==> src/source/dsc_arith_pkg.sv <==
`default_nettype none

package dsc_arith_pkg;

	localparam int PIX_W      = 14;
	localparam int OUT_W      = 24;
	localparam int N_CH_IN    = 2;
	localparam int N_CH_OUT   = 2;
	localparam int FRAC_BITS  = 8;   // 256 is unity gain
	localparam int N_WT       = 22;
	localparam int PW_WT_BASE = 18;  // depthwise block is N_CH_IN * 9 long

	typedef logic signed [PIX_W-1:0] pixel_t;
	typedef logic signed [PIX_W-1:0] weight_t;
	typedef logic signed [OUT_W-1:0] out_pix_t;
	typedef logic signed [31:0]      acc_t;
	typedef logic [4:0]              wt_addr_t;

	typedef pixel_t   [N_CH_IN-1:0]  pix_vec_t;  // channel c in element c
	typedef out_pix_t [N_CH_OUT-1:0] out_vec_t;

	// drop the weight fraction, then clamp into a signed field of w bits
	function automatic acc_t requant(input acc_t a, input int w);
		acc_t s;
		acc_t hi;
		acc_t lo;
		s  = a >>> FRAC_BITS;
		hi = (acc_t'(1) <<< (w - 1)) - acc_t'(1);
		lo = -(acc_t'(1) <<< (w - 1));
		if (s > hi)
			return hi;
		else if (s < lo)
			return lo;
		else
			return s;
	endfunction

endpackage

`default_nettype wire

==> src/source/depthwise_mac.sv <==
`timescale 1ns/100ps
`default_nettype none

module depthwise_mac import dsc_arith_pkg::*; (
	input  wire                           clk,
	input  wire                           i_rst,
	input  wire                           i_tap_valid,
	input  wire                           i_pad,
	input  wire                           i_win_last,
	input  wire                           i_frame_last,
	input  wire pix_vec_t                 i_pix,
	input  wire weight_t [N_CH_IN-1:0]    i_dw_wt,
	output logic                          o_dw_valid,
	output pix_vec_t                      o_dw_vec,
	output logic                          o_dw_last
);

	acc_t acc     [N_CH_IN];
	acc_t acc_nxt [N_CH_IN];

	// padded taps contribute zero
	always_comb begin
		for (int c = 0; c < N_CH_IN; c++) begin
			if (i_pad)
				acc_nxt[c] = acc[c];
			else
				acc_nxt[c] = acc[c] + acc_t'(i_pix[c]) * acc_t'(i_dw_wt[c]);
		end
	end

	always_ff @(posedge clk) begin
		if (i_rst) begin
			for (int c = 0; c < N_CH_IN; c++) begin
				acc[c] <= '0;
			end
			o_dw_valid <= 1'b0;
			o_dw_last  <= 1'b0;
		end else begin
			o_dw_valid <= 1'b0;
			o_dw_last  <= 1'b0;
			if (i_tap_valid) begin
				for (int c = 0; c < N_CH_IN; c++) begin
					acc[c] <= i_win_last ? '0 : acc_nxt[c];  // fresh start per window
				end
				o_dw_valid <= i_win_last;
				o_dw_last  <= i_win_last && i_frame_last;
			end
		end
	end

	always_ff @(posedge clk) begin
		if (i_tap_valid && i_win_last) begin
			for (int c = 0; c < N_CH_IN; c++) begin
				o_dw_vec[c] <= pixel_t'(requant(acc_nxt[c], PIX_W));
			end
		end
	end

endmodule

`default_nettype wire

==> config.mk <==
export PLATFORM = sky130hd
export DESIGN_NAME = depthwise_mac
export DESIGN_NICKNAME = d
export VERILOG_FILES = /design/src/source/dsc_arith_pkg.sv /design/src/source/depthwise_mac.sv
export SDC_FILE = /design/constraint.sdc
export NUM_CORES = 1
export LEC_CHECK = 0
export BUFFER_PORTS_ARGS = -buffer_cell sky130_fd_sc_hd__buf_2
export CAP_MARGIN = 20
export CORE_ASPECT_RATIO = 2
export CORE_UTILIZATION = 30
export CTS_CLUSTER_SIZE = 40
export DETAILED_ROUTE_END_ITERATION = 7
export HOLD_SLACK_MARGIN = 0.06
export PLACE_DENSITY = 0.49
export SETUP_SLACK_MARGIN = 0.5
export SLEW_MARGIN = 20
export SYNTH_ARGS = -nofsm -noshare
export SYNTH_HDL_FRONTEND = slang
export SYNTH_SLANG_ARGS = --single-unit
==> constraint.sdc <==
create_clock -name clk -period 23 [get_ports clk]
set_clock_uncertainty 0.05 [all_clocks]
set_input_delay 2.3 -clock clk [delete_from_list [all_inputs] [get_ports clk]]
set_output_delay 2.3 -clock clk [all_outputs]
set_load 0.03 [all_outputs]
==> reports/metrics.cfg <==
[clock_network]
h-tree-depth = 3
clkTransAtPathRegs_ns = 0.07
cts_sinks = 94
clock-root-buffer = clkbuf_16
cts_buffer_depth = 2
postCtsHoldBufs = 0
post_cts_buffers = 0
clock_latency_ns = 0.36
cts_tree = yes
cts_made_buffers = 9
ctsResizeCount = 0

[status]
status = completed

[min_path]
hold_end = acc[0][57]
min_path_cells = 2
min_from = acc[0][57]
hold_class = flip-flop to flip-flop

[setup_path]
r2r-start = acc[0][9]
end_kind = flip-flop
crit_type = input pin to flip-flop
ff2ff_path_depth = 23
regToRegEndpoint = o_dw_vec[0]
cp-start-kind = input pin
worstPathRequired_ns = 23.02
cp_max_fo = 15
arrival_ns = 10.29
rrSetupSlack_ns = 15.11

[synthesis]
synth_top_family_by_area = adder cells
synth_area_leader_cell = fa_1
synthDistinctLibCells = 75
synth_edf_count = 92
synthesis.area_mm2 = 0.0239
synth-seq-cells = 94
synthSimpleGateAreaFrac_pct = 13.1
synth_area_leaders = fa_1, edfxtp_1, inv_1
synth_mux_area_share_pct = 0.643
synth_xor_area_share_pct = 2.27
syn_nets = 3304
yosysWarnings = 0
yosysSeqAreaShare_pct = 11.7
netlist_instances = 2546
syn_area_per_cell_um2 = 9.40
yosysTopAreaCellShare_pct = 43.0
synth_ff_type = edfxtp_1
synthAdderAreaFrac_pct = 52.5
async_flop_share_pct = 0
synth_compound_area_share_pct = 7.14

[sta]
fin_crit_ns = 10.27
rsz0062_at_grt = false
finalHoldViolCount = 0
setup_viol = 0
post-route-period-util_pct = 44.7
worstMarginPinSlew_ns = 1.03
slew_viol_final = 0
tns_ns = 0
max_freq_mhz = 97.4
relSlewSlack_pct = 31.4

[floorplanning]
ios = 92
design.core.area_mm2 = 0.0791
die_x_um = 202
rows = 146
die_y_um = 401
initial_core_util_pct = 30.3
die_area_mm2 = 0.0810

[routing]
first_iter_violations = 473
wl_per_cell_um = 17.5
drt_first_pass_iters = 8
drc = 0
ant_nets = 0
drt_wl_total_mm = 63.1
vias = 16822
viasPerCell = 4.66

[global_route]
grt_max_degree = 51
overflow = 0
grt_pass1_vias = 19553
antenna_found_initial = 2
grt_pass1_wl_mm = 104
track_usage_pct = 16.4

[final_layout]
area.growth.synth_to_final_pct = 7.46
drive_gt1_share_pct = 5.71
num-nets-final = 3326

[placed_design]
portBuffers = 91
gp_congestion = 0.851
hpwl_mm = 56.5

[run]
cap_violations = 0

-- kinds of logic (layout without fill, tap and decap cells) --
kind of cell,count (synthesis),count (layout)
buffers and inverters,799,826
adders and majority gates,696,696
and+or+nand+nor,630,630
AOI/OAI and AO/OA,250,250
DFF,94,94
xor gates and xnor gates,62,62
muxes,15,15
other,0,1
-- metrics by stage --
step | utilization (%) | area, µm² | hold slack, ns | instances | worst slack, ns
finish | 32.5 | 25700 | 0.547 | 3610 | 12.73
global route | 32.5 | 25700 | 0.575 | 3609 | 12.14
CTS | 32.5 | 25700 | 0.553 | 3609 | 12.41
detailed placement | 32.1 | 25400 | 0.538 | 3593 | 12.02
global placement | 32.1 | 25400 | 0.529 | 3593 | 12.24
floorplan | - | 23900 | 0.506 | 2546 | 13.40
-- cells in the mapped netlist (all sizes together), types with 3 or more instances --
master,n
fa,514
mux2,3
o41ai,3
a311oi,4
ha,182
nor3,16
o2111ai,3
a31oi,5
a211oi,7
nand2b,15
a211o,5
edfxtp,92
mux2i,12
o31ai,4
a21oi,64
and4,3
nand2,218
o21ai,68
a21boi,6
or2,3
nor2b,11
o211ai,4
nand3,15
nor2,109
buf,9
a21o,24
a31o,3
nand4,8
o21bai,9
nor4,5
a41oi,3
xor2,20
o21a,14
and2,208
xnor2,42
and3,6
o22ai,6
clkbuf,79
inv,710
or3,3
-- area by class of cell --
type / instances / area, µm²
clock buffer: 11 / 233
timing repair buffer: 99 / 515
clock inverter: 5 / 83.8
antenna: 1 / 2.50
sequential: 94 / 2800
tap: 1036 / 1300
multi-input combinational: 1653 / 18100
fill: 8365 / 53400
inverter: 711 / 2670
-- routing by layer --
layer	wire length (µm)	part of all wire (%)	GRT usage (%)	up-vias
met5	0	0	0	-
met4	2290	3.6	6.13	0
met3	1050	1.7	0.828	140
met2	38200	61	34.4	314
met1	21600	34	16.3	8747
li1	-	-	-	7621
-- worst max path at each step --
stage | start | end | slack [ns] | cells past startpoint
2_1_floorplan | i_pix[27] | o_dw_vec[17] | 13.40 | 25
6_report | i_pix[27] | o_dw_vec[16] | 12.73 | 23
3_5_place_dp | i_dw_wt[0] | o_dw_vec[0] | 12.02 | 24
3_3_place_gp | i_pix[27] | o_dw_vec[16] | 12.24 | 23
4_1_cts | i_dw_wt[0] | o_dw_vec[0] | 12.41 | 24
5_1_grt | i_pix[27] | o_dw_vec[15] | 12.14 | 24
-- cell usage in the layout (no fill, tap or decap), drive strengths merged, types with 4 or more instances in the layout --
master | Yosys | layout
o21bai | 9 | 9
edfxtp | 92 | 92
o22ai | 6 | 6
ha | 182 | 182
nor3 | 16 | 16
o21ai | 68 | 68
o31ai | 4 | 4
nand2b | 15 | 15
nor4 | 5 | 5
and3 | 6 | 6
a311oi | 4 | 4
fa | 514 | 514
nand3 | 15 | 15
nor2b | 11 | 11
inv | 710 | 711
buf | 9 | 99
xor2 | 20 | 20
nand2 | 218 | 218
mux2i | 12 | 12
a31oi | 5 | 5
a21o | 24 | 24
clkbuf | 79 | 11
a21oi | 64 | 64
a211oi | 7 | 7
nand4 | 8 | 8
xnor2 | 42 | 42
a21boi | 6 | 6
o21a | 14 | 14
and2 | 208 | 208
nor2 | 109 | 109
o211ai | 4 | 4
a211o | 5 | 5
-- registers in the layout (all words and copies together) (netlist names) --
signal,cells
acc,64
o_dw_last,1
o_dw_valid,1
o_dw_vec,28
-- critical path, cell delays in order --
cell	delay, ns
buf_2	0.21
nand2_1	0.78
inv_1	0.39
fa_1	0.60
inv_1	0.05
fa_1	0.53
inv_1	0.05
fa_1	0.48
fa_1	0.51
fa_1	0.50
inv_1	0.05
fa_1	0.48
inv_1	0.04
ha_1	0.34
and2_1	0.23
o2111ai_2	0.20
o21ai_1	0.55
a21o_1	0.20
nand3_1	0.09
a2111o_1	0.43
or4b_1	0.52
o31ai_4	0.52
o21ai_0	0.19
Power is not shown: default switching activity piles up to over one toggle a cycle in this logic, so the estimate is an artifact.
