File: src/source/dsc_geom_pkg.sv
`default_nettype none

package dsc_geom_pkg;

	localparam int IMG_W     = 8;
	localparam int IMG_H     = 8;
	localparam int N_PIX     = IMG_W * IMG_H;
	localparam int K_SIZE    = 3;                // kernel edge
	localparam int TAPS      = K_SIZE * K_SIZE;
	localparam int DRAIN_CYC = 3;                // final tap to last output strobe

	typedef logic [5:0] pix_addr_t;
	typedef logic [2:0] coord_t;

	// kernel positions in raster order, row offset = tap / 3 - 1
	typedef enum logic [3:0] {
		TAP_NW = 4'd0,
		TAP_N  = 4'd1,
		TAP_NE = 4'd2,
		TAP_W  = 4'd3,
		TAP_C  = 4'd4,
		TAP_E  = 4'd5,
		TAP_SW = 4'd6,
		TAP_S  = 4'd7,
		TAP_SE = 4'd8
	} tap_t;

	typedef enum logic {SCAN_IDLE, SCAN_RUN} scan_state_t;

endpackage

`default_nettype wire

File: src/source/dsc_arith_pkg.sv
`default_nettype none

package dsc_arith_pkg;

	localparam int PIX_W      = 14;
	localparam int OUT_W      = 24;
	localparam int N_CH_IN    = 2;
	localparam int N_CH_OUT   = 2;
	localparam int FRAC_BITS  = 8;   // 256 is unity gain
	localparam int N_WT       = 22;
	localparam int PW_WT_BASE = 18;  // depthwise block is N_CH_IN * 9 long

	typedef logic signed [PIX_W-1:0] pixel_t;
	typedef logic signed [PIX_W-1:0] weight_t;
	typedef logic signed [OUT_W-1:0] out_pix_t;
	typedef logic signed [31:0]      acc_t;
	typedef logic [4:0]              wt_addr_t;

	typedef pixel_t   [N_CH_IN-1:0]  pix_vec_t;  // channel c in element c
	typedef out_pix_t [N_CH_OUT-1:0] out_vec_t;

	// drop the weight fraction, then clamp into a signed field of w bits
	function automatic acc_t requant(input acc_t a, input int w);
		acc_t s;
		acc_t hi;
		acc_t lo;
		s  = a >>> FRAC_BITS;
		hi = (acc_t'(1) <<< (w - 1)) - acc_t'(1);
		lo = -(acc_t'(1) <<< (w - 1));
		if (s > hi)
			return hi;
		else if (s < lo)
			return lo;
		else
			return s;
	endfunction

endpackage

`default_nettype wire

File: src/source/weight_bank.sv
`timescale 1ns/100ps
`default_nettype none

module weight_bank import dsc_geom_pkg::*, dsc_arith_pkg::*; (
	input  wire                                 clk,
	input  wire                                 i_rst,
	input  wire                                 i_wt_we,
	input  wire wt_addr_t                       i_wt_addr,
	input  wire weight_t                        i_wt_data,
	input  wire                                 i_busy,
	input  wire tap_t                           i_tap,
	output weight_t [N_CH_IN-1:0]               o_dw_wt,
	output weight_t [N_CH_OUT*N_CH_IN-1:0]      o_pw_wt
);

	weight_t wt [N_WT];

	always_ff @(posedge clk) begin
		if (i_wt_we && !i_busy && (i_wt_addr < wt_addr_t'(N_WT)))
			wt[i_wt_addr] <= i_wt_data;
	end

	// depthwise weights follow the tap with one cycle latency
	always_ff @(posedge clk) begin
		for (int c = 0; c < N_CH_IN; c++) begin
			o_dw_wt[c] <= wt[wt_addr_t'(c * TAPS + int'(i_tap))];
		end
	end

	always_comb begin
		for (int k = 0; k < N_CH_OUT * N_CH_IN; k++) begin
			o_pw_wt[k] = wt[wt_addr_t'(PW_WT_BASE + k)];  // k = out * N_CH_IN + in
		end
	end

	// reload only between frames and inside the table
	a_wt_write_ok: assert property (
		@(posedge clk) disable iff (i_rst)
		i_wt_we |-> (!i_busy && (i_wt_addr < wt_addr_t'(N_WT)))
	);

endmodule

`default_nettype wire

File: config.mk
export PLATFORM = sky130hd
export DESIGN_NAME = weight_bank
export DESIGN_NICKNAME = d
export VERILOG_FILES = /design/src/source/dsc_geom_pkg.sv /design/src/source/dsc_arith_pkg.sv /design/src/source/weight_bank.sv
export SDC_FILE = /design/constraint.sdc
export NUM_CORES = 1
export LEC_CHECK = 0
export ABC_CLOCK_PERIOD_IN_PS = 2800
export BUFFER_PORTS_ARGS = -buffer_cell sky130_fd_sc_hd__buf_2
export CAP_MARGIN = 10
export CORE_MARGIN = 5
export CORE_UTILIZATION = 45
export DETAILED_ROUTE_END_ITERATION = 7
export GPL_ROUTABILITY_DRIVEN = 0
export MAX_ROUTING_LAYER = met4
export PLACE_DENSITY_LB_ADDON = 0.05
export SYNTH_ARGS = -nofsm -noshare
export SYNTH_HDL_FRONTEND = slang
export SYNTH_SLANG_ARGS = --single-unit
export TNS_END_PERCENT = 5
File: constraint.sdc
create_clock -name clk -period 2.8 [get_ports clk]
set_input_delay 0.28 -clock clk [delete_from_list [all_inputs] [get_ports clk]]
set_output_delay 0.28 -clock clk [all_outputs]
set_load 0.02 [all_outputs]
==> results.md <==
* Core footprint at 0.0299 mm2
* Die area at 0.0340 mm2
* Crit path time final at 1770 ps
* Max Root-Sink Buffers at 3
* Worst hold path type: in2reg
* FF-to-FF setup slack at 1150 ps
* Post-synth cell types at 40
* Share of layout cells above drive strength 1 at 0.401
* Critical path arrival at 2210 ps
* Post-DR vias/cell at 5.82
* Post_cts resized at 0
* Synthesized flop and latch total at 336
* Initial antenna violation count at 1
* Number of global-route vias before repair at 7930
* Sw Share at 0.216
* Clock power frac at 0.430
* Dpl hpwl at 23400 um
* Post-DRT Antenna Nets at 0
* Area occupied by registers at 0.00981 mm2
* Top delay family on crit path: simple AND/OR/NAND/NOR gates
* CP peak stage delay at 850 ps
* Clock latency on the worst-skew pair at 520 ps
* Least-Margin Pin Slew at 1180 ps
* All-Layer GR Usage at 0.222
* Multi-input combinational cell area at 0.00365 mm2
* DR pass1 iterations at 5
* Post-Syn Nets at 735
* Synth Warn # at 0
* Period utilisation layout at 0.632
* Origin of the worst min-delay path: i_wt_data[4]
* Area leader, netlist: edfxtp_1
* TritonCTS buffer count at 37
* Pleak at 5.47 nW
* Seq pwr share at 0.491
* CTS hold repair buffers at 0
* CTS tree: yes
* Main flop type after synthesis: edfxtp_1
* R2R depth at 3
* Area delta synth->final at 18.1%
* Largest net degree at the start of global routing at 63
* Maxcap violations at 0
* Worst slew margin at 0.209
* Initial core utilization at 0.459
* Synth Cell Area at 0.0137 mm2
* Max VDD drop at 0.456 mV
* First DRT Iteration DRCs at 667
* Buf+Inv Stages, Crit Path at 2
* Setup crit start kind: primary input
* Most used cell, CP: buf_4
* Share of the synthesized area in the top cell type at 0.675
* FF-to-FF End: o_dw_wt[19]
* CP endpoint kind: flop
* Vias at 7477
* Pins Over Slew Limit at 0
* Data required, critical path at 3240 ps
* Register area share after synthesis at 0.716
* Post-synthesis async set-or-reset flop share at 0
* Row count at 63
* Worst-path maximum fanout at 14
* Syn Area/Cell at 19.4 um2
* Sw power at 0.00246 W
* Comb pwr share at 0.079
* WHS Endpoint: wt[1][4]
* Final hold violations at 0
* Layout Nets at 892
* Internal at 0.00891 W
* Die Span Y at 184 um
* Skew final at 14.2 ps
* Root buffer cell: clkbuf_16
* Post-Syn Instances at 707
* Slowest-stage cell, CP: nor2b_2
* Fillers at 2381
* Pwr dens at 703 mW/mm2
* IO Count at 111
* Cell Chain, Critical Path: buf_4 -> ha_4 -> xnor2_4 -> nor2b_2 -> a221oi_1 -> buf_4 -> o21ai_1
* WL per Instance at 28.3 um
* DRC Markers at 0
* Setup TNS at 0 ps
* H-tree depth at 2
* Worst r2r src: wt[18][5]
* EDFF count, synth at 308
* Synth top area cells: edfxtp_1 68%, mux4_2 12%, mux2_2 4.4%, dfxtp_1 4.1%, mux2i_1 2.0%
* WL final at 36300 um
* Post-CTS Setup Bufs at 0
* Crit Path Category: in2reg
* # setup viols final at 0
* Hold path depth at 1
* Unrepaired setup endpoints after global routing: false
* Final Instance Area at 0.0162 mm2
* Input/output buffers at 109
* Die X at 184 um
* Status: completed
* Worst-path clk slew at 60 ps
* Clk sinks at 336
* Fmax at 565 MHz
* Dpl cell area at 0.0149 mm2
* Total grt overflow at 0
* First-pass GRT wire length at 52900 um
## layout make-up
cell class              count  area share
inverters                   1    0.000232
multi-input cells         326       0.226
diodes                      1    0.000155
repair buffers            162      0.0609
flip-flops and latches    336       0.606
well taps                 390      0.0302
clock inverters            15      0.0111
clock buffers              53      0.0654
## worst max path at each step
stage / start / depth (start not counted) / endpoint / slack [ps]
floorplan: i_tap[0] / 6 / o_dw_wt[14] / 920
global placement: i_tap[1] / 6 / o_dw_wt[26] / 510
detailed placement: i_tap[1] / 7 / o_dw_wt[15] / 470
CTS: i_tap[1] / 7 / o_dw_wt[14] / 1010
global route: i_tap[1] / 7 / o_dw_wt[27] / 930
finish: i_tap[1] / 7 / o_dw_wt[14] / 1030
## worst reg2reg max path, stage by stage (launching register included)
cell,delay (ps)
edfxtp_1,380
mux4_2,500
a221oi_2,400
o21ai_1,210
## cell usage in the layout (no fill, tap or decap), types with 4 or more instances in the layout
cell         n
a221oi_2    10
a22oi_1     28
buf_2      107
buf_4       52
bufinv_16    4
clkbuf_1    11
clkbuf_16   39
clkinv_1     4
clkinv_2     5
dfxtp_1     28
edfxtp_1   308
mux2_2      53
mux2i_1     28
mux4_2      72
nand2_1     15
nand3_1     14
nor2_1      24
nor3_1      13
o211ai_1    13
o21ai_1     13
o22ai_1     13
## stage by stage
step            util  setup slack (ps)  power [W]  cells  hold slack [ps]
2_1_floorplan      -               922    0.00622    707              379
3_3_place_gp   0.500               506    0.00658   1215              654
3_5_place_dp   0.500               472    0.00659   1215              671
4_1_cts        0.541              1010     0.0115   1283              199
5_1_grt        0.542               934     0.0117   1284              214
6_report       0.542              1030     0.0114   1284              213
## routing by layer
layer  vias to the layer above  share of wire  GRT usage
li1                       3264              -          -
met1                      3899           0.43      0.304
met2                       268           0.49      0.356
met3                        46          0.060     0.0336
met4                         0          0.020     0.0494
met5                         -              0          -
## cell families (layout without fill, tap and decap cells)
kind of cell | after synthesis | after routing | synth area share
other cells | 0 | 1 | 0
simple gates | 84 | 84 | 0.0305
compound gates | 87 | 87 | 0.0497
xor+xnor | 1 | 1 | 0.00201
buf+inv | 45 | 231 | 0.0184
fa+ha+maj | 1 | 1 | 0.000913
flops | 336 | 336 | 0.716
mux | 153 | 153 | 0.182
## cells in the mapped netlist, types with 2 or more instances
library cell and number:
nand3b_1 3, mux4_2 72, buf_1 2, clkbuf_1 9, dfxtp_1 28, buf_4 2
a221oi_1 3, nor2b_1 3, nand2b_1 2, o21ai_1 13, a21oi_1 2, mux2_2 53
buf_6 6, a22oi_1 28, nand3_1 14, buf_2 25, nor3_1 13, nand4b_1 2
a221oi_2 10, edfxtp_1 308, o211ai_1 13, nand2_1 15, nor2_1 24, o22ai_1 13
mux2i_1 28, or3b_2 2
## sequential cells by signal, summed over array words and instances, names as in the netlist
signal / count
wt: 308
o_dw_wt: 28
## power groups by stage
stage	Clock, W	Sequential, W	Combinational, W
after floorplan	0	0.00575	0.000467
after global placement	0	0.00568	0.000901
after detailed placement	0	0.00568	0.000908
after CTS	0.00500	0.00558	0.000910
after global routing	0.00520	0.00558	0.000956
final	0.00489	0.00558	0.000898
Note: power is estimated with default switching activity, not from simulation.
