==> config.mk <==
export PLATFORM = sky130hd
export DESIGN_NAME = pointwise_mac
export DESIGN_NICKNAME = d
export VERILOG_FILES = /design/src/source/dsc_geom_pkg.sv /design/src/source/dsc_arith_pkg.sv /design/src/source/pointwise_mac.sv
export SDC_FILE = /design/constraint.sdc
export NUM_CORES = 2
export LEC_CHECK = 0
export ABC_AREA = 1
export ABC_CLOCK_PERIOD_IN_PS = 7700
export BUFFER_PORTS_ARGS = -buffer_cell sky130_fd_sc_hd__buf_4
export CORE_AREA = 2 2 242 244
export CTS_CLUSTER_SIZE = 12
export DETAILED_ROUTE_END_ITERATION = 7
export DIE_AREA = 0 0 244 246
export GPL_TIMING_DRIVEN = 0
export PLACE_DENSITY = 0.9
export SLEW_MARGIN = 15
export SYNTH_ARGS = -nofsm -noshare
export SYNTH_HDL_FRONTEND = slang
export SYNTH_SLANG_ARGS = --single-unit
==> constraint.sdc <==
create_clock -name clk -period 7.7 [get_ports clk]
set_input_delay 1.155 -clock clk [delete_from_list [all_inputs] [get_ports clk]]
set_output_delay 1.155 -clock clk [all_outputs]
set_load 0.005 [all_outputs]
==> src/source/dsc_geom_pkg.sv <==
`default_nettype none

package dsc_geom_pkg;

	localparam int IMG_W     = 8;
	localparam int IMG_H     = 8;
	localparam int N_PIX     = IMG_W * IMG_H;
	localparam int K_SIZE    = 3;                // kernel edge
	localparam int TAPS      = K_SIZE * K_SIZE;
	localparam int DRAIN_CYC = 3;                // final tap to last output strobe

	typedef logic [5:0] pix_addr_t;
	typedef logic [2:0] coord_t;

	// kernel positions in raster order, row offset = tap / 3 - 1
	typedef enum logic [3:0] {
		TAP_NW = 4'd0,
		TAP_N  = 4'd1,
		TAP_NE = 4'd2,
		TAP_W  = 4'd3,
		TAP_C  = 4'd4,
		TAP_E  = 4'd5,
		TAP_SW = 4'd6,
		TAP_S  = 4'd7,
		TAP_SE = 4'd8
	} tap_t;

	typedef enum logic {SCAN_IDLE, SCAN_RUN} scan_state_t;

endpackage

`default_nettype wire

==> src/source/dsc_arith_pkg.sv <==
`default_nettype none

package dsc_arith_pkg;

	localparam int PIX_W      = 14;
	localparam int OUT_W      = 24;
	localparam int N_CH_IN    = 2;
	localparam int N_CH_OUT   = 2;
	localparam int FRAC_BITS  = 8;   // 256 is unity gain
	localparam int N_WT       = 22;
	localparam int PW_WT_BASE = 18;  // depthwise block is N_CH_IN * 9 long

	typedef logic signed [PIX_W-1:0] pixel_t;
	typedef logic signed [PIX_W-1:0] weight_t;
	typedef logic signed [OUT_W-1:0] out_pix_t;
	typedef logic signed [31:0]      acc_t;
	typedef logic [4:0]              wt_addr_t;

	typedef pixel_t   [N_CH_IN-1:0]  pix_vec_t;  // channel c in element c
	typedef out_pix_t [N_CH_OUT-1:0] out_vec_t;

	// drop the weight fraction, then clamp into a signed field of w bits
	function automatic acc_t requant(input acc_t a, input int w);
		acc_t s;
		acc_t hi;
		acc_t lo;
		s  = a >>> FRAC_BITS;
		hi = (acc_t'(1) <<< (w - 1)) - acc_t'(1);
		lo = -(acc_t'(1) <<< (w - 1));
		if (s > hi)
			return hi;
		else if (s < lo)
			return lo;
		else
			return s;
	endfunction

endpackage

`default_nettype wire

==> src/source/pointwise_mac.sv <==
`timescale 1ns/100ps
`default_nettype none

module pointwise_mac import dsc_geom_pkg::*, dsc_arith_pkg::*; (
	input  wire                                clk,
	input  wire                                i_rst,
	input  wire                                i_dw_valid,
	input  wire pix_vec_t                      i_dw_vec,
	input  wire                                i_dw_last,
	input  wire weight_t [N_CH_OUT*N_CH_IN-1:0] i_pw_wt,
	output logic                               o_out_valid,
	output out_vec_t                           o_out,
	output logic                               o_last
);

	acc_t mix [N_CH_OUT];

	// 1x1 mixing, one row of the matrix per output channel
	always_comb begin
		for (int o = 0; o < N_CH_OUT; o++) begin
			mix[o] = '0;
			for (int i = 0; i < N_CH_IN; i++) begin
				mix[o] = mix[o] + acc_t'(i_dw_vec[i]) * acc_t'(i_pw_wt[o * N_CH_IN + i]);
			end
		end
	end

	always_ff @(posedge clk) begin
		if (i_dw_valid) begin
			for (int o = 0; o < N_CH_OUT; o++) begin
				o_out[o] <= out_pix_t'(requant(mix[o], OUT_W));
			end
		end
	end

	always_ff @(posedge clk) begin
		if (i_rst) begin
			o_out_valid <= 1'b0;
			o_last      <= 1'b0;
		end else begin
			o_out_valid <= i_dw_valid;
			o_last      <= i_dw_valid && i_dw_last;
		end
	end

	// scan issues one window per TAPS cycles without gaps
	a_out_spacing: assert property (
		@(posedge clk) disable iff (i_rst)
		(o_out_valid && !o_last) |-> ##1 (!o_out_valid) [*TAPS-1] ##1 o_out_valid
	);

endmodule

`default_nettype wire

==> results.env <==
OUTCOME='finished clean'
PERIOD_SHARE=0.978
PATH_COMMON_CELL='sky130_fd_sc_hd__inv_1'
MAX-SLEW-MARGIN-REL=0.519
CRITPATHLAUNCHTYPE='input port'
GLOBAL_ROUTE_WIRE_LENGTH_BEFORE_REPAIR_MM=156
CLK_TRANSITION_REPORTED_PATHS_NS=0.07
WORST_SLEW_PIN_SLEW_NS=0.722
MAX_FREQ_GHz=0.133
FIN_WS_NS=0.167
HOLD-WORST-SLACK_NS=0.982
ANTENNA_FOUND_INITIAL=1
NETLIST_AREA_SQ_UM=34000
VIA_COUNT=26280
SYNTH.NET_COUNT=5327
DIE_WIDTH_UM=244
FIN_AREA_SQ_UM=36400
CTS-BUFFERS-INSERTED=5
LAYOUT-DRIVE-GT1-SHARE=0.0650
NUMBER_OF_DETAILED_ROUTE_ITERATIONS_IN_THE_FIRST_PASS=8
PRECTSSETUPSLACK_NS=-1.71
WORSTSETUPPATHTYPE='in -> reg'
SYN_TO_FINAL_GROWTH_PCT=6.96
MAX_STAGE_DELAY_NS=0.62
PLACE_HPWL_MM=85.6
YS.WARNINGS.COUNT=0
SYNTH_MUX_AREA_FRAC=0
GRT_START_MAX_NET_PINS=47
MIN_TCLK_POST_ROUTE_NS=7.53
REPORT.FINAL.SLEW_VIOL_COUNT=0
CRITPATHCAPTURETYPE='flip-flop'
MULTI_INPUT_COMB_AREA_SQ_UM=26900
CORE_SQ_UM=57400
FLOORPLAN.INITIALDENSITY=0.593
PLACEMENT.CELL_AREA_SQ_UM=35800
CTS-ROOT-BUF='sky130_fd_sc_hd__clkbuf_16'
CRITICAL_PATH_CELL_WITH_THE_HIGHEST_STAGE_DELAY='sky130_fd_sc_hd__fa_2'
STD_CELL_ROWS=88
IO_BUFFER_COUNT=107
CRIT_PATH_MAX_FANOUT=10
SYNTHADDERAREAFRAC=0.625
SUM_OF_ROUTED_WIRE_LENGTH_OVER_ALL_LAYERS_MM=99.1
HOLDBUFCOUNTCTS=0
FIN_UTIL=0.634
DRT_ANTENNA_NET_COUNT=0
IO-PIN-COUNT=138
DRT-INITIAL-DRC-COUNT=2043
GR-MAX-USAGE-LAYER='met2'
DIE_H_UM=246
SYNTH_SIMPLE_GATE_AREA_FRAC=0.138
HTREEDEPTH=2
GRT_PASS1_VIAS=29196
YOSYS_REGISTER_BITS=46
MIN_PATH_TYPE='in -> reg'
CP.ARRIVAL_NS=7.63
CRIT_REQUIRED_NS=7.79
MAX-CAP-VIOLATIONS=0
FINAL_NETS=5437
SETUP_VIOL_COUNT_FINAL=0
RSZ_0062_RAISED_AFTER_GLOBAL_ROUTING='yes'
SYNTH_XOR_AREA_FRAC=0.00799
GP_CONGESTION=0.988
YS_SEQ_AREA_FRAC=0.0400
SYNTH_AREA_PER_CELL_SQ_UM=8.32
GR-TOTAL-OVERFLOW=0
ROUTE.DETAILED.VIAS_PER_INST=5.29
WL_PER_CELL_UM=20.0
DRC=0
CTS_SINKS=46
GROUTE.LAYER.MET2.USAGE=0.594
SEQCELLAREA_SQ_UM=1360
MET3_USAGE=0.0741
HOLD_VIOLATIONS=0
SYNTH-COMPOUND-AREA-SHARE=0.0176
GR-USAGE-ALL-LAYERS=0.348
DOMINANT_COMBINATIONAL_CELL_FAMILY_BY_AREA_AFTER_SYNTHESIS='adder cells'
ROUTING_USAGE_ON_MET1=0.396
SYNTHDISTINCTLIBCELLS=33
LAYOUT.FILLER_CELLS=4674
DIE_AREA_SQ_UM=60000
SYNTH_CELLS=4087
CLOCK_TREE_FROM_TRITONCTS='yes'
CLOCK_PATH_BUFFERS=2
==> stage by stage <==
stage	setup TNS (ns)	std cells
6_report	0	4965
5_1_grt	-0.108	4963
4_1_cts	0	4968
3_5_place_dp	-38.68	4959
3_3_place_gp	-37.02	4959
2_1_floorplan	0	4087
==> cells by family (layout without fill, tap and decap cells) <==
| logic type | Yosys count | count (layout) |
|---|---|---|
| flip-flops | 46 | 46 |
| other | 0 | 2 |
| XOR/XNOR | 31 | 31 |
| buffers and inverters | 1547 | 1658 |
| AND/OR/NAND/NOR | 1203 | 1203 |
| AO/OA/AOI/OAI | 108 | 108 |
| adder cells (fa/ha/maj) | 1152 | 1152 |
==> Yosys cell counts <==
cell / n / area (sq um)
sky130_fd_sc_hd__fa_1: 908 / 18200
sky130_fd_sc_hd__o21bai_2: 1 / 11.3
sky130_fd_sc_hd__nand3_1: 54 / 270
sky130_fd_sc_hd__o211ai_1: 4 / 30.0
sky130_fd_sc_hd__edfxtp_1: 44 / 1320
sky130_fd_sc_hd__nor4_1: 4 / 25.0
sky130_fd_sc_hd__nor3_1: 12 / 60.1
sky130_fd_sc_hd__nand2_4: 1 / 11.3
sky130_fd_sc_hd__ha_1: 244 / 3050
sky130_fd_sc_hd__o21bai_1: 6 / 45.0
sky130_fd_sc_hd__nand4_1: 8 / 50.1
sky130_fd_sc_hd__nand3_2: 1 / 10.0
sky130_fd_sc_hd__o21a_1: 4 / 30.0
sky130_fd_sc_hd__o21ai_2: 1 / 8.76
sky130_fd_sc_hd__xnor2_1: 12 / 105
sky130_fd_sc_hd__xor2_1: 19 / 166
sky130_fd_sc_hd__nand2_2: 12 / 75.1
sky130_fd_sc_hd__inv_1: 1401 / 5260
sky130_fd_sc_hd__buf_4: 6 / 45.0
sky130_fd_sc_hd__nor3_2: 1 / 10.0
sky130_fd_sc_hd__o21ai_0: 28 / 140
sky130_fd_sc_hd__nand3b_1: 3 / 22.5
sky130_fd_sc_hd__a21o_1: 2 / 15.0
sky130_fd_sc_hd__a21oi_1: 58 / 290
sky130_fd_sc_hd__nand2b_1: 1 / 6.26
sky130_fd_sc_hd__clkbuf_1: 126 / 473
sky130_fd_sc_hd__buf_1: 14 / 52.6
sky130_fd_sc_hd__nand2_1: 997 / 3740
sky130_fd_sc_hd__nor2_1: 106 / 398
sky130_fd_sc_hd__nor2_2: 3 / 18.8
sky130_fd_sc_hd__a31oi_1: 1 / 6.26
sky130_fd_sc_hd__dfxtp_1: 2 / 40.0
sky130_fd_sc_hd__a21boi_0: 3 / 22.5
==> layer usage <==
| metal | vias to the layer above | part of all wire |
|---|---|---|
| met5 | - | 0.00016 |
| met4 | 2 | 0.083 |
| met3 | 437 | 0.095 |
| met2 | 1406 | 0.48 |
| met1 | 12949 | 0.34 |
| li1 | 11486 | - |
==> critical path: cells and delay by family <==
family	cells	cell delay, ns
adder cells (fa/ha/maj)	9	4.48
AND/OR/NAND/NOR	8	1.07
buffers and inverters	9	0.89
==> final cells by class <==
type / instances / share of cell area
multi-input combinational: 2494 / 0.741
inverter: 1401 / 0.145
sequential: 46 / 0.0374
tap: 765 / 0.0263
timing repair buffer: 113 / 0.0237
buffer: 136 / 0.0225
clock buffer: 6 / 0.00354
clock inverter: 2 / 0.00103
antenna: 2 / 0.000138
==> sequential cells by signal, summed over array words and instances, names as in the netlist <==
signal and flops:
o_last 1, o_out_valid 1, o_out 44
==> repair_timing <==
action / 4_1_cts / 5_1_grt
endpoints found under the setup margin: 39 / 26
pin swaps: 4 / 3
buffers inserted: 3 / 3
resized for setup: 119 / 180
==> path summary, 6_finish.rpt <==
check                         from   endpoint  slack [ns]  cells after the start
worst min-delay path         i_rst     o_last        0.98                      2
worst max-delay path  i_dw_vec[13]  o_out[47]        0.17                     26
==> layout by cell type (no fill, tap or decap), types with 3 or more instances in the layout <==
master and count:
sky130_fd_sc_hd__a21oi_1 56, sky130_fd_sc_hd__buf_2 10, sky130_fd_sc_hd__buf_4 133, sky130_fd_sc_hd__buf_6 6, sky130_fd_sc_hd__clkbuf_1 34, sky130_fd_sc_hd__clkbuf_16 5, sky130_fd_sc_hd__clkbuf_2 36, sky130_fd_sc_hd__clkbuf_4 28
sky130_fd_sc_hd__edfxtp_1 44, sky130_fd_sc_hd__fa_1 896, sky130_fd_sc_hd__fa_2 12, sky130_fd_sc_hd__ha_1 243, sky130_fd_sc_hd__inv_1 1398, sky130_fd_sc_hd__nand2_1 994, sky130_fd_sc_hd__nand2_2 14, sky130_fd_sc_hd__nand3_1 54
sky130_fd_sc_hd__nand3b_1 3, sky130_fd_sc_hd__nand4_1 8, sky130_fd_sc_hd__nor2_1 102, sky130_fd_sc_hd__nor2_2 4, sky130_fd_sc_hd__nor2_4 3, sky130_fd_sc_hd__nor3_1 8, sky130_fd_sc_hd__nor3_2 3, sky130_fd_sc_hd__nor4_1 3
sky130_fd_sc_hd__o211ai_1 4, sky130_fd_sc_hd__o21a_1 4, sky130_fd_sc_hd__o21ai_0 26, sky130_fd_sc_hd__o21bai_1 6, sky130_fd_sc_hd__xnor2_1 12, sky130_fd_sc_hd__xor2_1 19
Power is left out: the tool's default activity adds up to more than one toggle a clock period on the data nets, which glitch-free logic cannot reach.
