### config.mk
export PLATFORM = sky130hd
export DESIGN_NAME = window_scan
export DESIGN_NICKNAME = d
export VERILOG_FILES = /design/src/source/dsc_geom_pkg.sv /design/src/source/window_scan.sv
export SDC_FILE = /design/constraint.sdc
export NUM_CORES = 1
export LEC_CHECK = 0
export ABC_AREA = 1
export BUFFER_PORTS_ARGS = -buffer_cell sky130_fd_sc_hd__buf_2
export CAP_MARGIN = 15
export CORE_UTILIZATION = 39
export CTS_BUF_LIST = sky130_fd_sc_hd__clkbuf_8 sky130_fd_sc_hd__clkbuf_16
export CTS_CLUSTER_SIZE = 24
export DETAILED_ROUTE_END_ITERATION = 7
export GPL_ROUTABILITY_DRIVEN = 0
export GPL_TIMING_DRIVEN = 0
export MAX_ROUTING_LAYER = met4
export PLACE_DENSITY = 0.59
export SYNTH_ARGS = -nofsm -noshare
export SYNTH_HDL_FRONTEND = slang
export SYNTH_SLANG_ARGS = --single-unit
export TNS_END_PERCENT = 10
### constraint.sdc
create_clock -name clk -period 8.6 [get_ports clk]
set_input_delay 0.43 -clock clk [delete_from_list [all_inputs] [get_ports clk]]
set_output_delay 0.43 -clock clk [all_outputs]
set_load 0.01 [all_outputs]
### src/source/dsc_geom_pkg.sv
`default_nettype none

package dsc_geom_pkg;

	localparam int IMG_W     = 8;
	localparam int IMG_H     = 8;
	localparam int N_PIX     = IMG_W * IMG_H;
	localparam int K_SIZE    = 3;                // kernel edge
	localparam int TAPS      = K_SIZE * K_SIZE;
	localparam int DRAIN_CYC = 3;                // final tap to last output strobe

	typedef logic [5:0] pix_addr_t;
	typedef logic [2:0] coord_t;

	// kernel positions in raster order, row offset = tap / 3 - 1
	typedef enum logic [3:0] {
		TAP_NW = 4'd0,
		TAP_N  = 4'd1,
		TAP_NE = 4'd2,
		TAP_W  = 4'd3,
		TAP_C  = 4'd4,
		TAP_E  = 4'd5,
		TAP_SW = 4'd6,
		TAP_S  = 4'd7,
		TAP_SE = 4'd8
	} tap_t;

	typedef enum logic {SCAN_IDLE, SCAN_RUN} scan_state_t;

endpackage

`default_nettype wire

### src/source/window_scan.sv
`timescale 1ns/100ps
`default_nettype none

module window_scan import dsc_geom_pkg::*; (
	input  wire       clk,
	input  wire       i_rst,
	input  wire       i_frame_ready,
	output logic      o_busy,
	output pix_addr_t o_rd_addr,
	output tap_t      o_tap,
	output logic      o_tap_valid,
	output logic      o_pad,
	output logic      o_win_last,
	output logic      o_frame_last
);

	scan_state_t          state;
	coord_t               row;
	coord_t               col;
	tap_t                 tap;
	logic [DRAIN_CYC-1:0] drain;     // keeps busy up while the MACs empty
	logic                 win_end;
	logic                 frame_end;
	logic                 nb_pad;
	int                   nb_row;
	int                   nb_col;

	assign win_end   = (state == SCAN_RUN) && (tap == TAP_SE);
	assign frame_end = win_end && (row == coord_t'(IMG_H - 1))
		&& (col == coord_t'(IMG_W - 1));

	// neighbour of the current output position for this tap
	always_comb begin
		nb_row    = int'(row) + int'(tap) / K_SIZE - 1;
		nb_col    = int'(col) + int'(tap) % K_SIZE - 1;
		nb_pad    = (nb_row < 0) || (nb_row >= IMG_H) || (nb_col < 0) || (nb_col >= IMG_W);
		o_rd_addr = nb_pad ? '0 : pix_addr_t'(nb_row * IMG_W + nb_col);  // padded read is don't care
	end

	assign o_tap  = tap;
	assign o_busy = (state == SCAN_RUN) || (|drain);

	always_ff @(posedge clk) begin
		if (i_rst) begin
			state <= SCAN_IDLE;
			row   <= '0;
			col   <= '0;
			tap   <= TAP_NW;
			drain <= '0;
		end else begin
			drain <= drain >> 1;
			case (state)
				SCAN_IDLE: begin
					if (i_frame_ready) begin
						state <= SCAN_RUN;
						row   <= '0;
						col   <= '0;
						tap   <= TAP_NW;
					end
				end
				SCAN_RUN: begin
					if (tap != TAP_SE) begin
						tap <= tap_t'(tap + 4'd1);
					end else begin
						tap <= TAP_NW;
						if (col == coord_t'(IMG_W - 1)) begin
							col <= '0;
							row <= row + 1'b1;
						end else begin
							col <= col + 1'b1;
						end
						if (frame_end) begin
							state <= SCAN_IDLE;
							drain <= '1;
						end
					end
				end
				default: state <= SCAN_IDLE;
			endcase
		end
	end

	// markers line up with read data from the memories
	always_ff @(posedge clk) begin
		if (i_rst) begin
			o_tap_valid  <= 1'b0;
			o_pad        <= 1'b0;
			o_win_last   <= 1'b0;
			o_frame_last <= 1'b0;
		end else begin
			o_tap_valid  <= (state == SCAN_RUN);
			o_pad        <= nb_pad;
			o_win_last   <= win_end;
			o_frame_last <= frame_end;
		end
	end

endmodule

`default_nettype wire

==> out/qor.txt, run 1 <==
status: finished clean
Max Slew Vio Count: 0
initial antenna violation count: 0
top-area cell type share of the netlist area: 24.7%
Fin. Hold Viols: 0
Critical Path Sink Type: output port
vias per cell: 4.84
Post-synth top flop: dfxtp_1
area delta synth->final: 7.86%
drt drc: 0
Port Buffers: 17
commonest non-fill, non-tap cell in the layout: nand2_1
routed wire length: 12,800 µm
LEAKAGE: 3.18 nW
Cell variety after synth: 37
Post-CTS Resized: 0
Antenna Nets Post-Route: 0
GRT overflow: 0
Fin Hold WS: 0.396 ns
Max Buffers Root-to-Sink: 2
hold_sp: i_rst
Total GRT Usage: 23.7%
Multi-input gate area: 3320 µm²
Crit Path Max Fanout: 6
Filler cells: 1,276
register area share after synthesis: 8.12%
Post-Route Skew: 0.00182 ns
Post-Syn Instances: 844
# setup viols final: 0
dpl cell area: 4700 µm²
Rows: 38
vias: 4,864
share of post-route cells with drive strength above 1: 7.40%
dpl hpwl: 11,000 µm
YS warnings: 0
post-layout min period: 5.95 ns
htree depth: 1
drt wl/cell: 12.7 µm
commonest non-fill, non-tap cells in the layout: nand2_1, inv_1, nor2_1
Reg2Reg Depth: 34
first-pass GRT wire length: 21,300 µm
Peak supply drop: 0.000135 V
Initial Util: 40.4%
hold bufs inserted after CTS: 0
Inserted Diodes: 0
max frequency: 0.168 GHz
Max Cap Viol: 0
CP most frequent cell: nand2_1
RSZ-0062 raised after global routing: no
Post-Synthesis Mean Instance Area: 5.26 µm²
DR iter-0 viols: 303
TritonCTS Buffers: 3
Mapped Area: 4440 µm²
# IOs: 18
Slew @ Worst Pin: 0.633 ns
ranking of synthesized cells by area: nand2_1, inv_1, ha_1
Sw Share: 47.5%
critical path's slowest cell: dfxtp_1
biggest area consumer among synthesized cells: nand2_1
clk sinks: 18
Critical path origin: o_tap[3]
Core Box Area: 11,000 µm²
Synthesized Nets: 902
Setup TNS Final: 0 ns
TritonRoute pass-1 iters: 5
Die Wd: 109 µm
ys async rst share: 0%
Pint: 0.256 mW
number of synthesized flops with an enable pin: 0
Critical Path AT: 5.52 ns
part of the power in registers: 18.4%
die footprint: 11,800 µm²
critical path class: register to output port
Slew Limit Headroom: 57.8%
power per cell area: 102 nW/µm²
Sw Pwr: 0.232 mW
Slowest Stage Delay on Critical Path: 0.41 ns
Startpoint Class: register
Reg area: 360 µm²
synthesized flop and latch total: 18
CTS clock-pin slew for the worst setup and hold paths: 0.05 ns
CTS tree: yes
Hold/Removal Path Class: input port to register
fin nets: 924
Comb pwr share: 60.6%
Skew-Pair Late Insertion Delay: 0.25 ns
vias in the first global route: 4,401
final instance area: 4790 µm²
Final period util: 69.1%
postcts setup bufs: 0
Clk pwr share: 20.9%
largest net degree at the start of global routing: 11
Hold Path Depth: 2
Required @ worst endpoint: 8.17 ns
reg-to-reg critical path startpoint: o_tap[3]
utilization after layout: 43.6%
CTS Root Cell: clkbuf_16
die height: 109 µm
==> layer usage <==
layer  global-route usage (%)  share of wire (%)  up-vias
li1                         -                  -     2645
met1                     32.3                 49     2120
met2                     38.7                 45       86
met3                     1.67                4.3       13
met4                     4.63                1.5        0
met5                        -                  0        -
==> final cells by class <==
type                    count  area share, %
plain buffers               4          0.314
flip-flops and latches     18           7.53
clock buffers               4           1.86
multi-input cells         624           69.3
repair buffers             17           1.78
inverters                 198           15.5
well taps                 140           3.66
==> worst max-delay path, delay by kind of cell (launching register included) <==
| family | cells | cell delay [ns] |
|---|---|---|
| adder cells (fa/ha/maj) | 6 | 1.50 |
| buffers and inverters | 8 | 0.68 |
| flip-flops | 1 | 0.41 |
| AND/OR/NAND/NOR | 19 | 2.53 |
| AO/OA/AOI/OAI | 1 | 0.11 |
==> per-stage QoR <==
step	std cells	setup slack (ns)	total power [mW]
after floorplan	844	3.72	0.315
after global placement	1001	2.91	0.383
after detailed placement	1001	2.96	0.384
after CTS	1005	2.68	0.488
after global routing	1005	2.18	0.543
final	1005	2.65	0.488
==> cells by family after synthesis <==
logic type,after synthesis,share of synthesized area [%]
buffers and inverters,202,17.1
adders and majority gates,55,16.0
DFF,18,8.12
and+or+nand+nor,501,49.0
AOI/OAI and AO/OA,63,8.65
xor gates and xnor gates,5,1.16
==> Yosys cell counts (4+ instances only) <==
library cell / instances
a211oi_1: 5
a21oi_1: 36
clkbuf_1: 4
dfxtp_1: 18
ha_1: 52
inv_1: 188
inv_2: 8
nand2_1: 292
nand2_2: 8
nand3_1: 69
nand4_1: 16
nor2_1: 77
nor2_2: 10
nor2_4: 4
nor3_1: 13
o21ai_0: 10
==> flip-flops by register name (all words and copies together), names as in the netlist <==
| signal | cells |
|---|---|
| o_tap_valid | 1 |
| o_frame_last | 1 |
| o_pad | 1 |
| state | 1 |
| o_tap | 4 |
| row | 3 |
| drain | 3 |
| o_win_last | 1 |
| col | 3 |
==> worst paths after layout <==
path	endpoint	slack, ns
max	o_rd_addr[4]	2.65
min	col[0]	0.40
max reg2reg	o_pad	3.46
min reg2reg	drain[0]	0.46
==> power by group through the flow <==
stage               clock network, mW  logic (mW)  registers (mW)
floorplan                           0       0.223          0.0916
global placement                    0       0.292          0.0916
detailed placement                  0       0.293          0.0916
CTS                             0.104       0.294          0.0899
global route                    0.109       0.344          0.0904
finish                          0.102       0.296          0.0899
No activity file was read; power rests on OpenSTA's default activity.
==> inputs of run 2 (changes only) <==
Settings changed: PLACE_DENSITY 0.59 to 0.61.
Clock period 8.6 ns to 5.2 ns, I/O delays scaled along.
==> run 2 against run 1 <==
Effect of this change:
- final area rose by 13%
- non-clock buffer count rose by 23
- register-to-register slack got worse by 2.7 ns
- power rose by 83%
- critical path type unchanged
- largest cell class unchanged
==> out/qor.txt, run 2 (synthesis gave the netlist of run 1 again) <==
Peak supply drop: 0.000197 V (was 0.000135 V)
Skew-Pair Late Insertion Delay: 0.25 ns (about the same)
Reg2Reg Depth: 37 (was 34)
status: finished clean (unchanged)
vias: 5,069 (was 4,864)
share of post-route cells with drive strength above 1: 20.4% (was 7.40%)
Critical Path Sink Type: output port (unchanged)
Initial Util: 40.4% (unchanged)
hold_sp: i_rst (unchanged)
max reg flops: 4 (unchanged)
commonest non-fill, non-tap cells in the layout: nand2_1, inv_1, nor2_1 (unchanged)
setup slack, reg-to-reg: 0.74 ns (was 3.46 ns)
die height: 109 µm (unchanged)
Hold EP: col[0] (unchanged)
Hold Path Depth: 2 (unchanged)
htree depth: 1 (unchanged)
Final Non-Filler Cells: 1,028 (was 1,005)
LEAKAGE: 3.35 nW (was 3.18 nW)
power per cell area: 165 nW/µm² (was 102 nW/µm²)
first-pass GRT wire length: 21,400 µm (was 21,300 µm)
largest net degree at the start of global routing: 11 (unchanged)
Antenna Nets Post-Route: 0 (unchanged)
Post-Route Skew: 0.00315 ns (was 0.00182 ns)
CTS Root Cell: clkbuf_16 (unchanged)
vias per cell: 4.93 (was 4.84)
Max Buffers Root-to-Sink: 2 (unchanged)
# IOs: 18 (unchanged)
CTS tree: yes (unchanged)
CP most frequent cell: nand2_2 (was nand2_1)
CTS clock-pin slew for the worst setup and hold paths: 0.05 ns (about the same)
Critical R2R Capture: o_pad (unchanged)
vias in the first global route: 4,513 (was 4,401)
Required @ worst endpoint: 4.94 ns (was 8.17 ns)
Final period util: 95.7%
reg-to-reg critical path startpoint: o_tap[3] (unchanged)
Final Power: 0.893 mW (was 0.488 mW)
Setup TNS Final: 0 ns (unchanged)
DR iter-0 viols: 289 (was 303)
Slowest Stage Delay on Critical Path: 0.40 ns (was 0.41 ns)
TritonRoute pass-1 iters: 5 (unchanged)
Slew @ Worst Pin: 0.592 ns (was 0.633 ns)
post-layout min period: 4.98 ns
TritonCTS Buffers: 3 (unchanged)
Inserted Diodes: 0 (unchanged)
Placed Instances: 1,001 (unchanged)
Fin. Hold Viols: 0 (unchanged)
Total GRT Usage: 23.8% (was 23.7%)
GRT overflow: 0 (unchanged)
Core Box Area: 11,000 µm² (unchanged)
initial antenna violation count: 0 (unchanged)
fin nets: 947 (was 924)
Hold/Removal Path Class: input port to register (unchanged)
Slew Limit Headroom: 60.6% (was 57.8%)
Max Slew Vio Count: 0 (unchanged)
max frequency: 0.201 GHz
final instance area: 5410 µm² (was 4790 µm²)
drt drc: 0 (unchanged)
# setup viols final: 0 (unchanged)
die footprint: 11,800 µm² (unchanged)
Die Wd: 109 µm (unchanged)
dpl hpwl: 11,000 µm (about the same)
Port Buffers: 17 (unchanged)
routed wire length: 13,400 µm (was 12,800 µm)
drt wl/cell: 13.0 µm (was 12.7 µm)
dpl cell area: 4700 µm² (unchanged)
Startpoint Class: register (unchanged)
Crit Path Max Fanout: 6 (unchanged)
Max Cap Viol: 0 (unchanged)
commonest non-fill, non-tap cell in the layout: nand2_1 (unchanged)
RSZ-0062 raised after global routing: yes (was no)
area delta synth->final: 21.9% (was 7.86%)
clk sinks: 18 (unchanged)
Critical Path AT: 4.72 ns (was 5.52 ns)
Rows: 38 (unchanged)
critical path's slowest cell: fa_2 (was dfxtp_1)
critical path class: register to output port (unchanged)
## run 2: changes by cell type in the layout (fill, tap and decap cells not counted), sizes merged
| cell | change |
|---|---|
| buf | +23 |
| clkinv | -1 |
| clkinvlp | +1 |
## run 2: metal layers
layer / share of wire, % / track usage [%] / wire length, µm
met5: 0 / - / 0
met2: 46 / 39.5 / 6210
met3: 4.3 / 2.15 / 570
met4: 2.1 / 6.95 / 281
met1: 47 / 30.6 / 6310
## run 2: metrics by stage
step           utilization (%)  worst slack, ns  hold slack [ns]
2_1_floorplan                -            0.486            0.338
3_3_place_gp              42.8           -0.308            0.450
3_5_place_dp              42.8           -0.340            0.454
4_1_cts                   44.8           0.0115            0.220
5_1_grt                   49.3          -0.0606            0.240
6_report                  49.3            0.223            0.221
## run 2: how the worst max path moves through the flow
| stage | from | to | depth (start not counted) |
|---|---|---|---|
| finish | o_tap[3] | o_rd_addr[4] | 36 |
| global placement | o_tap[3] | o_rd_addr[5] | 36 |
| detailed placement | o_tap[3] | o_rd_addr[5] | 36 |
| CTS | o_tap[0] | o_rd_addr[5] | 32 |
| floorplan | o_tap[3] | o_rd_addr[5] | 30 |
| global route | o_tap[3] | o_rd_addr[4] | 34 |
## run 2: area by class of cell
| class | instances | area [µm²] |
|---|---|---|
| well taps | 140 | 175 |
| repair buffers | 40 | 262 |
| clock buffers | 4 | 88.8 |
| inverters | 198 | 752 |
| plain buffers | 4 | 15.0 |
| multi-input cells | 624 | 3750 |
| flip-flops and latches | 18 | 370 |
| fillers | 1200 | 5570 |
## run 2: critical path: cells and delay by family (launching register included)
family,cells,cell delay (ns)
adders and majority gates,6,1.27
AOI/OAI and AO/OA,1,0.07
DFF,1,0.35
and+or+nand+nor,20,2.15
buffers and inverters,9,0.58
## run 2: power by group
part | internal (mW) | switching (mW)
clock | 0.117 | 0.0545
combinational | 0.208 | 0.365
sequential | 0.143 | 0.00575
total | 0.469 | 0.425
## run 2: what timing repair did
| action | in CTS | in global routing |
|---|---|---|
| hold buffers | 0 | 0 |
| setup endpoints to repair | 6 | 6 |
| buffers inserted | 6 | 17 |
| pin swaps | 11 | 41 |
| resized for setup | 28 | 98 |
